File: src/verilog/ahbPkg.sv
// Fixed 32-bit address and data; single transfers only (IDLE and NONSEQ); no HBURST, HPROT or HMASTLOCK
package ahbPkg;

  //////////////////////////////////////////////////
  // Field types
  //////////////////////////////////////////////////

  // Byte address on HADDR
  typedef logic [31:0] haddr_t;

  // One word on HWDATA or HRDATA
  typedef logic [31:0] hdata_t;

  // HSIZE encoding, byte up to word
  typedef logic [2:0] hsize_t;

  // HTRANS encoding
  typedef logic [1:0] htrans_t;

  // Only these two transfer types are carried
  localparam htrans_t TransIdle   = 2'b00;
  localparam htrans_t TransNonseq = 2'b10;

  // HRESP levels
  localparam logic respOkay  = 1'b0;
  localparam logic respError = 1'b1;

  //////////////////////////////////////////////////
  // Bundles
  //////////////////////////////////////////////////

  // Address phase, same layout on master and slave side
  typedef struct packed {
    logic    hsel;
    haddr_t  haddr;
    logic    hwrite;
    hsize_t  hsize;
    htrans_t htrans;
  } addrPhase_t;

  // Slave response, also what the switch returns to a master
  typedef struct packed {
    logic   hreadyOut;
    logic   hresp;
    hdata_t hrdata;
  } slvResp_t;

  // Deselected port
  localparam addrPhase_t addrIdle = '{hsel: 1'b0, haddr: '0, hwrite: 1'b0,
                                      hsize: '0, htrans: TransIdle};

endpackage
File: src/verilog/switchPkg.sv
// Switch-internal types only; request_t carries one decoded single transfer, no burst state
package switchPkg;

  //////////////////////////////////////////////////
  // State machines
  //////////////////////////////////////////////////

  // Result stage, per master
  // Idle       nothing outstanding
  // WaitGrant  request decoded, no slave has granted yet
  // DataPhase  a slave owns this master's data phase
  // Err1 Err2  the two cycles of the ERROR response
  typedef enum logic [2:0] {
    Idle,
    WaitGrant,
    DataPhase,
    Err1,
    Err2
  } respState_t;

  // Execute stage, per slave
  // AddrOwned is the cycle an address phase is issued
  typedef enum logic [1:0] {
    Free,
    AddrOwned,
    DataOwned
  } arbState_t;

  //////////////////////////////////////////////////
  // Request bundle
  //////////////////////////////////////////////////

  // Decoded request from one master
  // valid only for a legal target, badTarget for one cycle otherwise
  typedef struct packed {
    logic               valid;
    logic               badTarget;
    ahbPkg::addrPhase_t addr;
  } request_t;

endpackage

File: src/verilog/ahbSwitch.sv
// Default map suits two slaves only; override slvBase and slvMask with numSlaves, and loop each mstResp hreadyOut to mstReady
`timescale 1ns/1ps

module ahbSwitch #(
  parameter int                                   numMasters = 2,
  parameter int                                   numSlaves  = 2,
  parameter ahbPkg::haddr_t [numSlaves-1:0]       slvBase    = {32'h1000_0000, 32'h0000_0000},
  parameter ahbPkg::haddr_t [numSlaves-1:0]       slvMask    = {32'hF000_0000, 32'hF000_0000},
  parameter logic [numMasters-1:0][numSlaves-1:0] slaveAllow = '1
)
(
  input  logic                                HCLK,
  input  logic                                rstN,
  input  ahbPkg::addrPhase_t [numMasters-1:0] mstReq,
  input  ahbPkg::hdata_t [numMasters-1:0]     mstWdata,
  input  logic [numMasters-1:0]               mstReady,
  output ahbPkg::slvResp_t [numMasters-1:0]   mstResp,
  output ahbPkg::addrPhase_t [numSlaves-1:0]  slvReq,
  output ahbPkg::hdata_t [numSlaves-1:0]      slvWdata,
  output logic [numSlaves-1:0]                slvReadyOut,
  input  ahbPkg::slvResp_t [numSlaves-1:0]    slvResp
);
  import switchPkg::*;

  // Decoded requests, one per master
  request_t [numMasters-1:0] mstRequest;

  // Target and grant, master-major and slave-major views
  logic [numMasters-1:0][numSlaves-1:0] mstTarget;
  logic [numMasters-1:0][numSlaves-1:0] mstGrant;
  logic [numSlaves-1:0][numMasters-1:0] slvTarget;
  logic [numSlaves-1:0][numMasters-1:0] slvGrant;

  // Data-phase HREADY of each master
  logic [numMasters-1:0] mstReadyOut;

  //////////////////////////////////////////////////
  // Master side stages
  //////////////////////////////////////////////////

  for (genvar m = 0; m < numMasters; m++)
  begin : genMaster
    masterDecode #(
      .numSlaves  (numSlaves),
      .slvBase    (slvBase),
      .slvMask    (slvMask),
      .slaveAllow (slaveAllow[m])
    ) decode (
      .HCLK     (HCLK),
      .rstN     (rstN),
      .mstReq   (mstReq[m]),
      .mstReady (mstReady[m]),
      .granted  (|mstGrant[m]),
      .req      (mstRequest[m]),
      .target   (mstTarget[m])
    );

    responseRoute #(
      .numSlaves (numSlaves)
    ) route (
      .HCLK    (HCLK),
      .rstN    (rstN),
      .req     (mstRequest[m]),
      .grant   (mstGrant[m]),
      .slvResp (slvResp),
      .mstResp (mstResp[m])
    );

    assign mstReadyOut[m] = mstResp[m].hreadyOut;

    // Cross the matrices
    for (genvar s = 0; s < numSlaves; s++)
    begin : genCross
      assign slvTarget[s][m] = mstTarget[m][s];
      assign mstGrant[m][s]  = slvGrant[s][m];
    end
  end

  //////////////////////////////////////////////////
  // Slave side stages
  //////////////////////////////////////////////////

  for (genvar s = 0; s < numSlaves; s++)
  begin : genSlave
    slaveArbiter #(
      .numMasters (numMasters)
    ) arbiter (
      .HCLK        (HCLK),
      .rstN        (rstN),
      .req         (mstRequest),
      .target      (slvTarget[s]),
      .mstWdata    (mstWdata),
      .mstReadyOut (mstReadyOut),
      .slvResp     (slvResp[s]),
      .slvReq      (slvReq[s]),
      .slvWdata    (slvWdata[s]),
      .slvReadyOut (slvReadyOut[s]),
      .grant       (slvGrant[s])
    );
  end

endmodule

File: src/verilog/responseRoute.sv
// One outstanding transfer per master; a bad target gets the two-cycle ERROR pair and no slave sees it
`timescale 1ns/1ps

module responseRoute #(
  parameter int numSlaves = 2
)
(
  input  logic                              HCLK,
  input  logic                              rstN,
  input  switchPkg::request_t               req,
  input  logic [numSlaves-1:0]              grant,
  input  ahbPkg::slvResp_t [numSlaves-1:0]  slvResp,
  output ahbPkg::slvResp_t                  mstResp
);
  import ahbPkg::*;
  import switchPkg::*;

  //////////////////////////////////////////////////
  // Declarations
  //////////////////////////////////////////////////

  // Registered state, state seen this cycle, next state
  respState_t state;
  respState_t cur;
  respState_t nextState;

  // Slave owning the data phase, one-hot
  logic [numSlaves-1:0] owner;

  // That slave's response
  slvResp_t selResp;

  //////////////////////////////////////////////////
  // Current state
  //////////////////////////////////////////////////

  // A fresh request shows up while still Idle
  always_comb
  begin
    cur = state;
    if (state == Idle)
    begin
      if (req.badTarget)
        cur = Err1;
      else if (req.valid)
        cur = WaitGrant;
    end
  end

  always_comb
  begin
    selResp = '0;
    for (int s = 0; s < numSlaves; s++)
    begin
      if (owner[s])
        selResp = slvResp[s];
    end
  end

  //////////////////////////////////////////////////
  // Response to the master
  //////////////////////////////////////////////////

  always_comb
  begin
    mstResp.hrdata = '0;
    case (cur)
      WaitGrant:
      begin
        mstResp.hreadyOut = 1'b0;
        mstResp.hresp     = respOkay;
      end
      DataPhase:
        mstResp = selResp;
      // ERROR pair, low then high
      Err1:
      begin
        mstResp.hreadyOut = 1'b0;
        mstResp.hresp     = respError;
      end
      Err2:
      begin
        mstResp.hreadyOut = 1'b1;
        mstResp.hresp     = respError;
      end
      default:
      begin
        mstResp.hreadyOut = 1'b1;
        mstResp.hresp     = respOkay;
      end
    endcase
  end

  always_comb
  begin
    case (cur)
      WaitGrant: nextState = (|grant) ? DataPhase : WaitGrant;
      DataPhase: nextState = selResp.hreadyOut ? Idle : DataPhase;
      Err1:      nextState = Err2;
      default:   nextState = Idle;
    endcase
  end

  always_ff @(posedge HCLK)
  begin
    if (!rstN)
      state <= Idle;
    else
      state <= nextState;
  end

  // Granting slave is the data-phase slave
  always_ff @(posedge HCLK)
  begin
    if ((cur == WaitGrant) && (|grant))
      owner <= grant;
  end

endmodule

File: src/verilog/slaveArbiter.sv
// Fixed priority with master 0 highest; a new grant waits for the slave to end its data phase with hreadyOut high
`timescale 1ns/1ps

module slaveArbiter #(
  parameter int numMasters = 2
)
(
  input  logic                                HCLK,
  input  logic                                rstN,
  input  switchPkg::request_t [numMasters-1:0] req,
  input  logic [numMasters-1:0]               target,
  input  ahbPkg::hdata_t [numMasters-1:0]     mstWdata,
  input  logic [numMasters-1:0]               mstReadyOut,
  input  ahbPkg::slvResp_t                    slvResp,
  output ahbPkg::addrPhase_t                  slvReq,
  output ahbPkg::hdata_t                      slvWdata,
  output logic                                slvReadyOut,
  output logic [numMasters-1:0]               grant
);
  import ahbPkg::*;
  import switchPkg::*;

  //////////////////////////////////////////////////
  // Declarations
  //////////////////////////////////////////////////

  // Masters with a live request aimed here
  logic [numMasters-1:0] reqHit;

  // Winner, one-hot
  logic [numMasters-1:0] pick;

  // Data-phase owner, one-hot
  logic [numMasters-1:0] owner;

  // Slave can take an address phase this cycle
  logic slvOpen;

  // Registered state, this cycle's phase, next state
  arbState_t state;
  arbState_t phase;
  arbState_t nextState;

  //////////////////////////////////////////////////
  // Arbitration
  //////////////////////////////////////////////////

  always_comb
  begin
    for (int m = 0; m < numMasters; m++)
    begin
      reqHit[m] = req[m].valid && target[m];
    end
  end

  // Lowest index wins
  assign pick = reqHit & (~reqHit + 1'b1);

  // Open when idle or when the current data phase completes now
  assign slvOpen = (state == Free) || slvResp.hreadyOut;

  always_comb
  begin
    phase = state;
    if (slvOpen)
    begin
      phase = (|reqHit) ? AddrOwned : Free;
    end
  end

  // Grant is a single address-phase cycle
  assign grant = (phase == AddrOwned) ? pick : '0;

  //////////////////////////////////////////////////
  // Slave side muxing
  //////////////////////////////////////////////////

  // Address phase of the granted master, idle otherwise
  always_comb
  begin
    slvReq = addrIdle;
    for (int m = 0; m < numMasters; m++)
    begin
      if (grant[m])
        slvReq = req[m].addr;
    end
  end

  // Write data follows the data-phase owner
  always_comb
  begin
    slvWdata = '0;
    if (state == DataOwned)
    begin
      for (int m = 0; m < numMasters; m++)
      begin
        if (owner[m])
          slvWdata = mstWdata[m];
      end
    end
  end

  // Owner's HREADY during a data phase, high otherwise so the slave samples
  assign slvReadyOut = (state == DataOwned) ? |(owner & mstReadyOut) : 1'b1;

  //////////////////////////////////////////////////
  // State
  //////////////////////////////////////////////////

  always_comb
  begin
    case (phase)
      AddrOwned: nextState = DataOwned;
      DataOwned: nextState = DataOwned;
      default:   nextState = Free;
    endcase
  end

  always_ff @(posedge HCLK)
  begin
    if (!rstN)
      state <= Free;
    else
      state <= nextState;
  end

  // Remember who gets the following data phase
  always_ff @(posedge HCLK)
  begin
    if (phase == AddrOwned)
      owner <= pick;
  end

endmodule

File: src/verilog/masterDecode.sv
// mstReady must be this master's HREADY, looped back from its mstResp hreadyOut; overlapping regions resolve to the lowest slave
`timescale 1ns/1ps

module masterDecode #(
  parameter int                             numSlaves  = 2,
  parameter ahbPkg::haddr_t [numSlaves-1:0] slvBase    = '0,
  parameter ahbPkg::haddr_t [numSlaves-1:0] slvMask    = '0,
  parameter logic [numSlaves-1:0]           slaveAllow = '1
)
(
  input  logic                 HCLK,
  input  logic                 rstN,
  input  ahbPkg::addrPhase_t   mstReq,
  input  logic                 mstReady,
  input  logic                 granted,
  output switchPkg::request_t  req,
  output logic [numSlaves-1:0] target
);
  import ahbPkg::*;

  //////////////////////////////////////////////////
  // Declarations
  //////////////////////////////////////////////////

  // Address phase taken this cycle
  logic accept;

  // Region match per slave
  logic [numSlaves-1:0] hit;

  // Lowest matching slave only
  logic [numSlaves-1:0] firstHit;

  // Match left after the per-master allow mask
  logic [numSlaves-1:0] decTarget;
  logic                 decBad;

  // Held request
  logic       reqValid;
  logic       reqBad;
  addrPhase_t reqAddr;

  //////////////////////////////////////////////////
  // Address decode
  //////////////////////////////////////////////////

  // Only NONSEQ is a real transfer, IDLE is ignored
  assign accept = mstReq.hsel && (mstReq.htrans == TransNonseq) && mstReady;

  always_comb
  begin
    for (int s = 0; s < numSlaves; s++)
    begin
      // Compare only the bits picked by the mask
      hit[s] = ((mstReq.haddr ^ slvBase[s]) & slvMask[s]) == '0;
    end
  end

  // Isolate lowest set bit
  assign firstHit = hit & (~hit + 1'b1);

  // Forbidden slave looks the same as no slave
  assign decTarget = firstHit & slaveAllow;
  assign decBad    = ~|decTarget;

  //////////////////////////////////////////////////
  // Request register
  //////////////////////////////////////////////////

  always_ff @(posedge HCLK)
  begin
    if (!rstN)
    begin
      reqValid <= 1'b0;
      reqBad   <= 1'b0;
    end
    else if (accept)
    begin
      // A bad target never shows as valid
      reqValid <= !decBad;
      reqBad   <= decBad;
    end
    else
    begin
      // Held until some slave grants
      if (granted)
        reqValid <= 1'b0;
      // Error flag lasts one cycle
      reqBad <= 1'b0;
    end
  end

  // Payload, loaded on accept only
  always_ff @(posedge HCLK)
  begin
    if (accept)
    begin
      reqAddr <= mstReq;
      target  <= decTarget;
    end
  end

  assign req = '{valid: reqValid, badTarget: reqBad, addr: reqAddr};

endmodule

File: config.mk
export PLATFORM = sky130hd
export DESIGN_NAME = ahbSwitch
export DESIGN_NICKNAME = d
export VERILOG_FILES = /design/src/verilog/ahbPkg.sv /design/src/verilog/switchPkg.sv /design/src/verilog/ahbSwitch.sv /design/src/verilog/responseRoute.sv /design/src/verilog/slaveArbiter.sv /design/src/verilog/masterDecode.sv
export SDC_FILE = /design/constraint.sdc
export NUM_CORES = 1
export LEC_CHECK = 0
export ABC_AREA = 1
export ABC_CLOCK_PERIOD_IN_PS = 3800
export BUFFER_PORTS_ARGS = -buffer_cell sky130_fd_sc_hd__buf_4
export CORE_AREA = 2 2 166 168
export CTS_CLUSTER_SIZE = 8
export DETAILED_ROUTE_END_ITERATION = 16
export DIE_AREA = 0 0 168 170
export PLACE_DENSITY = 0.49
export SYNTH_ARGS = -nofsm -noshare
export SYNTH_HDL_FRONTEND = slang
export SYNTH_SLANG_ARGS = --single-unit
File: constraint.sdc
create_clock -name HCLK -period 3.8 [get_ports HCLK]
set_clock_uncertainty 0.1 [all_clocks]
set_input_delay 0.19 -clock HCLK [delete_from_list [all_inputs] [get_ports HCLK]]
set_output_delay 0.19 -clock HCLK [all_outputs]
set_load 0.02 [all_outputs]
# Yosys cells after proc, flatten, opt, wreduce, memory -nomap -nowiden
# Cells that the tools add are included.
[op_classes]
n_eq_ne = 16
n_addsub = 4
magnitude_cmp = 0
n_div = 0
n_reduce_logical = 36
multipliers = 0
n_mux = 44
n_bitwise = 12
shift = 0
[ops]
columns = ["op", "count"]
rows = [
  ["$mux W32", 8],
  ["$mux W39", 4],
  ["$mux W34", 4],
  ["$logic_not A32 Y1", 4],
  ["$mux W2", 10],
  ["$reduce_or A2 Y1", 10],
  ["$mux W3", 6],
  ["$pmux W3 S3", 2],
  ["$pmux W2 S4", 2],
  ["$and A2 B2 Y2", 6],
  ["$eq A2 B2 Y1 const B", 6],
  ["$eq A3 B2 Y1 const B", 4],
  ["$logic_and A1 B1 Y1", 10],
  ["$add A2 B1 Y2 const B", 4],
  ["$mux W1", 8],
  ["$not A2 Y2", 4],
  ["$eq A3 B1 Y1 const B", 2],
  ["$eq A3 B3 Y1 const B", 2],
  ["$logic_not A3 Y1", 2],
  ["$eq A2 B1 Y1 const B", 2],
  ["$logic_not A2 Y1", 2],
  ["$reduce_and A2 Y1", 2],
  ["$reduce_bool A2 Y1", 2],
  ["$logic_not A1 Y1", 2],
  ["other kinds (2)", 4],
]
[word_totals]
memories = 0
out_inout_bits = 212
wordCells = 136
latch_bits = 0
ff_bits = 104
rom_bits = 0
mem_bits_rw = 0

# Depth between registers and ports, before layout
[depth]
ltp_word = 9
depth_mapped = 10
mapped_depth_nobuf = 10

# Modules after synthesis
# From an unflattened synthesis, not the netlist that was laid out.
[unflattened]
cells_unflattened = 892
hier_area_um2 = 6831.6
[by_module_without_submodules]
columns = ["module", "cells_each", "seq_area_each_um2", "area_each_um2", "instances"]
rows = [
  ["masterDecode", 65, 1271.2, 1377.6, 2],
  ["slaveArbiter", 262, 80.1, 1277.5, 2],
  ["responseRoute", 116, 120.1, 749.5, 2],
  ["ahbSwitch", 6, 0.0, 22.5, 1],
]

# Least setup slack after synthesis
# No wires, ideal clock.
[synth_path]
kind = "reg-to-output"
from = "register genMaster[1].decode.reqValid"
to = "output slvReq[39] in the netlist's numbering"
path_stages_with_launch = 9
arrival_time_ns = 1.476
slack_ns = 2.034
path_cell_list = "dfxtp_1 -> nand2_1 -> nand2_1 -> nand2_1 -> inv_1 -> ha_1 -> nand2_2 -> clkbuf_1 -> o22ai_1"
[synth_rtl]
columns = ["item", "line_no", "text"]
rows = [
  ["from (decl)", "masterDecode.sv:39", "logic reqValid;"],
  ["from (signal assigned)", "masterDecode.sv:80", "reqValid <= !decBad;"],
  ["to (decl)", "ahbSwitch.sv:18", "output ahbPkg::addrPhase_t [numSlaves-1:0] slvReq,"],
]

==> metrics.yaml <==
met3_usage: 0.03884
num_rows: 60
drt_first_pass_iters: 5
cts_tree: "built"
start_util: 0.2514
gr-usage-met1: 0.2439
syn_inst: 888
crit_type: "reg2out"
synth_area_um2: 6699
setup_viol: 0
drc: 0
synth_fa_ha_area_frac: 0.001868
gp_congestion: 0.8475
final_hold_viol_count: 0
crit_path_max_fanout: 42
rsz0062_at_grt: "no"
clkTransAtPathRegs_ps: 70
cts_root_buffer: "clkbuf_16"
fin_crit_ps: 2727
leakagePower_nw: 5.299
status: "complete, no violations"
required_ps: 3510
h-tree-depth: 3
overflow: 0
cts.sinks: 102
slew_headroom: 0.1729
max_stage_delay_ps: 540
grt_first_pass_wirelength_um: 43600
hp-class: "in2reg"
ys_seq_area_frac: 0.4393
cpMaxStageDelayCell: "nand2_2"
hpwl_um: 21100
synth_top_family_by_area: "compound AO/OA/AOI/OAI gates"
muxShareOfSynthArea: 0
fmax_mhz: 366.7
grt_pass1_vias: 7758
grt_use_met2: 0.3279
gr-usage-all-layers: 0.1933
grt_max_degree: 68
ys_ff_latch: 102
core_um2: 26650
drtIter0Drc: 534
wl_per_cell_um: 17.36
path_cells: "nand2_1 -> nand2_1 -> nand2_1 -> inv_1 -> ha_1 -> nand2_2 -> o22ai_1 -> buf_4"
arrival_ps: 2440
synth_xor_area_frac: 0
p_per_area_nw_per_um2: 233.4
dr_total_vias: 8006
clock_path_buffers: 2
die_area_um2: 28560
synth_cell_types: 29
crit_path_end_kind: "output port"
tns_ps: 0
ant_nets: 0
worst_pin_slew_ps: 1241
start_kind: "flop"
setup_ws_ps: 1073
busiest_layer: "met2"
antenna_cells: 0
antenna_found_initial: 0
period_share: 0.7176
fillers: 2720
die_h_um: 170
synth_compound_area_frac: 0.2817
ys_warn_count: 0
synthSimpleGateAreaFrac: 0.1369
clkLatencyLatePin_ps: 340
maxCapViolCount: 0
die_w_um: 168
post_cts_buffers: 0
syn_area_per_cell_um2: 7.544
area_growth_syn_to_layout_pct: 65.45
drive_gt1_frac: 0.3748
slew_viol_final: 0
cp_common_cell: "nand2_1"
routed_wl_um: 29230
pre_cts_slack_ps: 1453
numCtsBuffers: 9
syn_nets: 1103
io_pins: 426
vias_per_cell: 4.757
ir_worst_vdd_mv: 0.2014
nets: 1552
portBuffers: 425
## cell families after synthesis
group,after synthesis
simple gates,206
fa+ha+maj,1
buf+inv,227
compound gates,352
flops,102
## cell usage in the layout, fill, tap and decap left out, types with 4 or more instances in the layout
cell type | synthesis | layout
nor3_1 | 4 | 4
dlygate4sd3_1 | 0 | 78
clkbuf_16 | 0 | 9
inv_1 | 145 | 143
nand3_1 | 12 | 12
nand2_1 | 31 | 30
o22ai_1 | 79 | 79
buf_4 | 3 | 432
nor2_1 | 115 | 115
edfxtp_1 | 90 | 90
inv_2 | 10 | 12
o21ai_0 | 196 | 196
a21oi_1 | 69 | 69
dfxtp_1 | 12 | 12
nand2_2 | 8 | 9
nor2_2 | 32 | 32
## path summary, 6_finish.rpt
check | cells after the start | start | slack, ps | to
min | 2 | rstN | 20 | genMaster[0].route.state[1]
max | 8 | genMaster[1].decode.reqValid | 1070 | slvReq[40]
min reg2reg | 2 | genMaster[0].decode.reqValid | 430 | genMaster[0].decode.reqValid
max reg2reg | 9 | genMaster[1].decode.reqValid | 1470 | genMaster[1].route.owner[1]
## area by class of cell
class	count	area, um2	share of cell area
sequential	102	2943	0.2655
clock buffer	10	229.0	0.02066
timing repair buffer	510	4024	0.3631
inverter	155	581.8	0.05250
clock inverter	6	60.06	0.005419
tap	341	426.7	0.03850
multi-input combinational	559	2819	0.2543
## flip-flops by register name, indices dropped and copies added, names as in the netlist, named ones only
| register | flops |
|---|---|
| genMaster.decode.req | 78 |
| genMaster.route.state | 6 |
| genSlave.arbiter.owner | 4 |
| genMaster.decode.reqValid | 2 |
| genSlave.arbiter.state | 1 |
| genMaster.decode.target | 4 |
| genMaster.decode.reqBad | 2 |
| genMaster.route.owner | 4 |
## power by group
group | switching (mW) | internal [mW] | leakage (nW) | total, mW
sequential | 0.00948 | 1.25 | 0.901 | 1.26
clock | 0.413 | 0.510 | 0.142 | 0.923
combinational | 0.172 | 0.232 | 4.26 | 0.405
total | 0.595 | 1.99 | 5.30 | 2.59
## through the flow
stage / hold slack (ps) / power (mW) / utilization / cell area, um2 / instances
final: 19.43 / 2.586 / 0.4159 / 11080 / 1683
after global routing: 13.75 / 2.694 / 0.4159 / 11080 / 1683
after CTS: 7.893 / 2.614 / 0.4159 / 11080 / 1683
after detailed placement: 269.3 / 1.624 / 0.3757 / 10010 / 1589
after global placement: 268.1 / 1.621 / 0.3757 / 10010 / 1589
after floorplan: 188.9 / 1.386 / - / 6699 / 888
## critical path, delay by kind of cell (launching register included)
family / cells / cell delay (ps)
buffers and inverters: 2 / 250
adders and majority gates: 1 / 240
and+or+nand+nor: 4 / 750
DFF: 1 / 380
AOI/OAI and AO/OA: 1 / 420
## synth_stat cells
master	count	area, um2
a21o_1	1	7.510
a21oi_1	69	345.3
a21oi_2	1	8.760
a21oi_4	1	16.27
buf_2	25	125.1
buf_4	3	22.52
buf_6	6	67.56
clkbuf_1	38	142.6
dfxtp_1	12	240.2
edfxtp_1	90	2703
ha_1	1	12.51
inv_1	145	544.3
inv_2	10	37.54
nand2_1	31	116.4
nand2_2	8	50.05
nand2_4	1	11.26
nand3_1	12	60.06
nand3_2	1	10.01
nand4_1	1	6.260
nor2_1	115	431.7
nor2_2	32	200.2
nor2_4	1	11.26
nor3_1	4	20.02
o21a_1	1	7.510
o21ai_0	196	980.9
o21ai_1	2	10.01
o22ai_1	79	494.2
o31ai_1	1	7.510
o32ai_1	1	8.760
## what timing repair did
| action | CTS | global route |
|---|---|---|
| hold endpoints to repair | 78 | 0 |
| hold buffers | 78 | 0 |
| gates resized for setup | 0 | 0 |
## per-layer routing
layer  vias up  part of all wire
li1       3890                 -
met2       394              0.47
met3        48             0.078
met1      3674              0.41
met4         0             0.033
met5         -                 0
(Power assumes the default switching activity.)
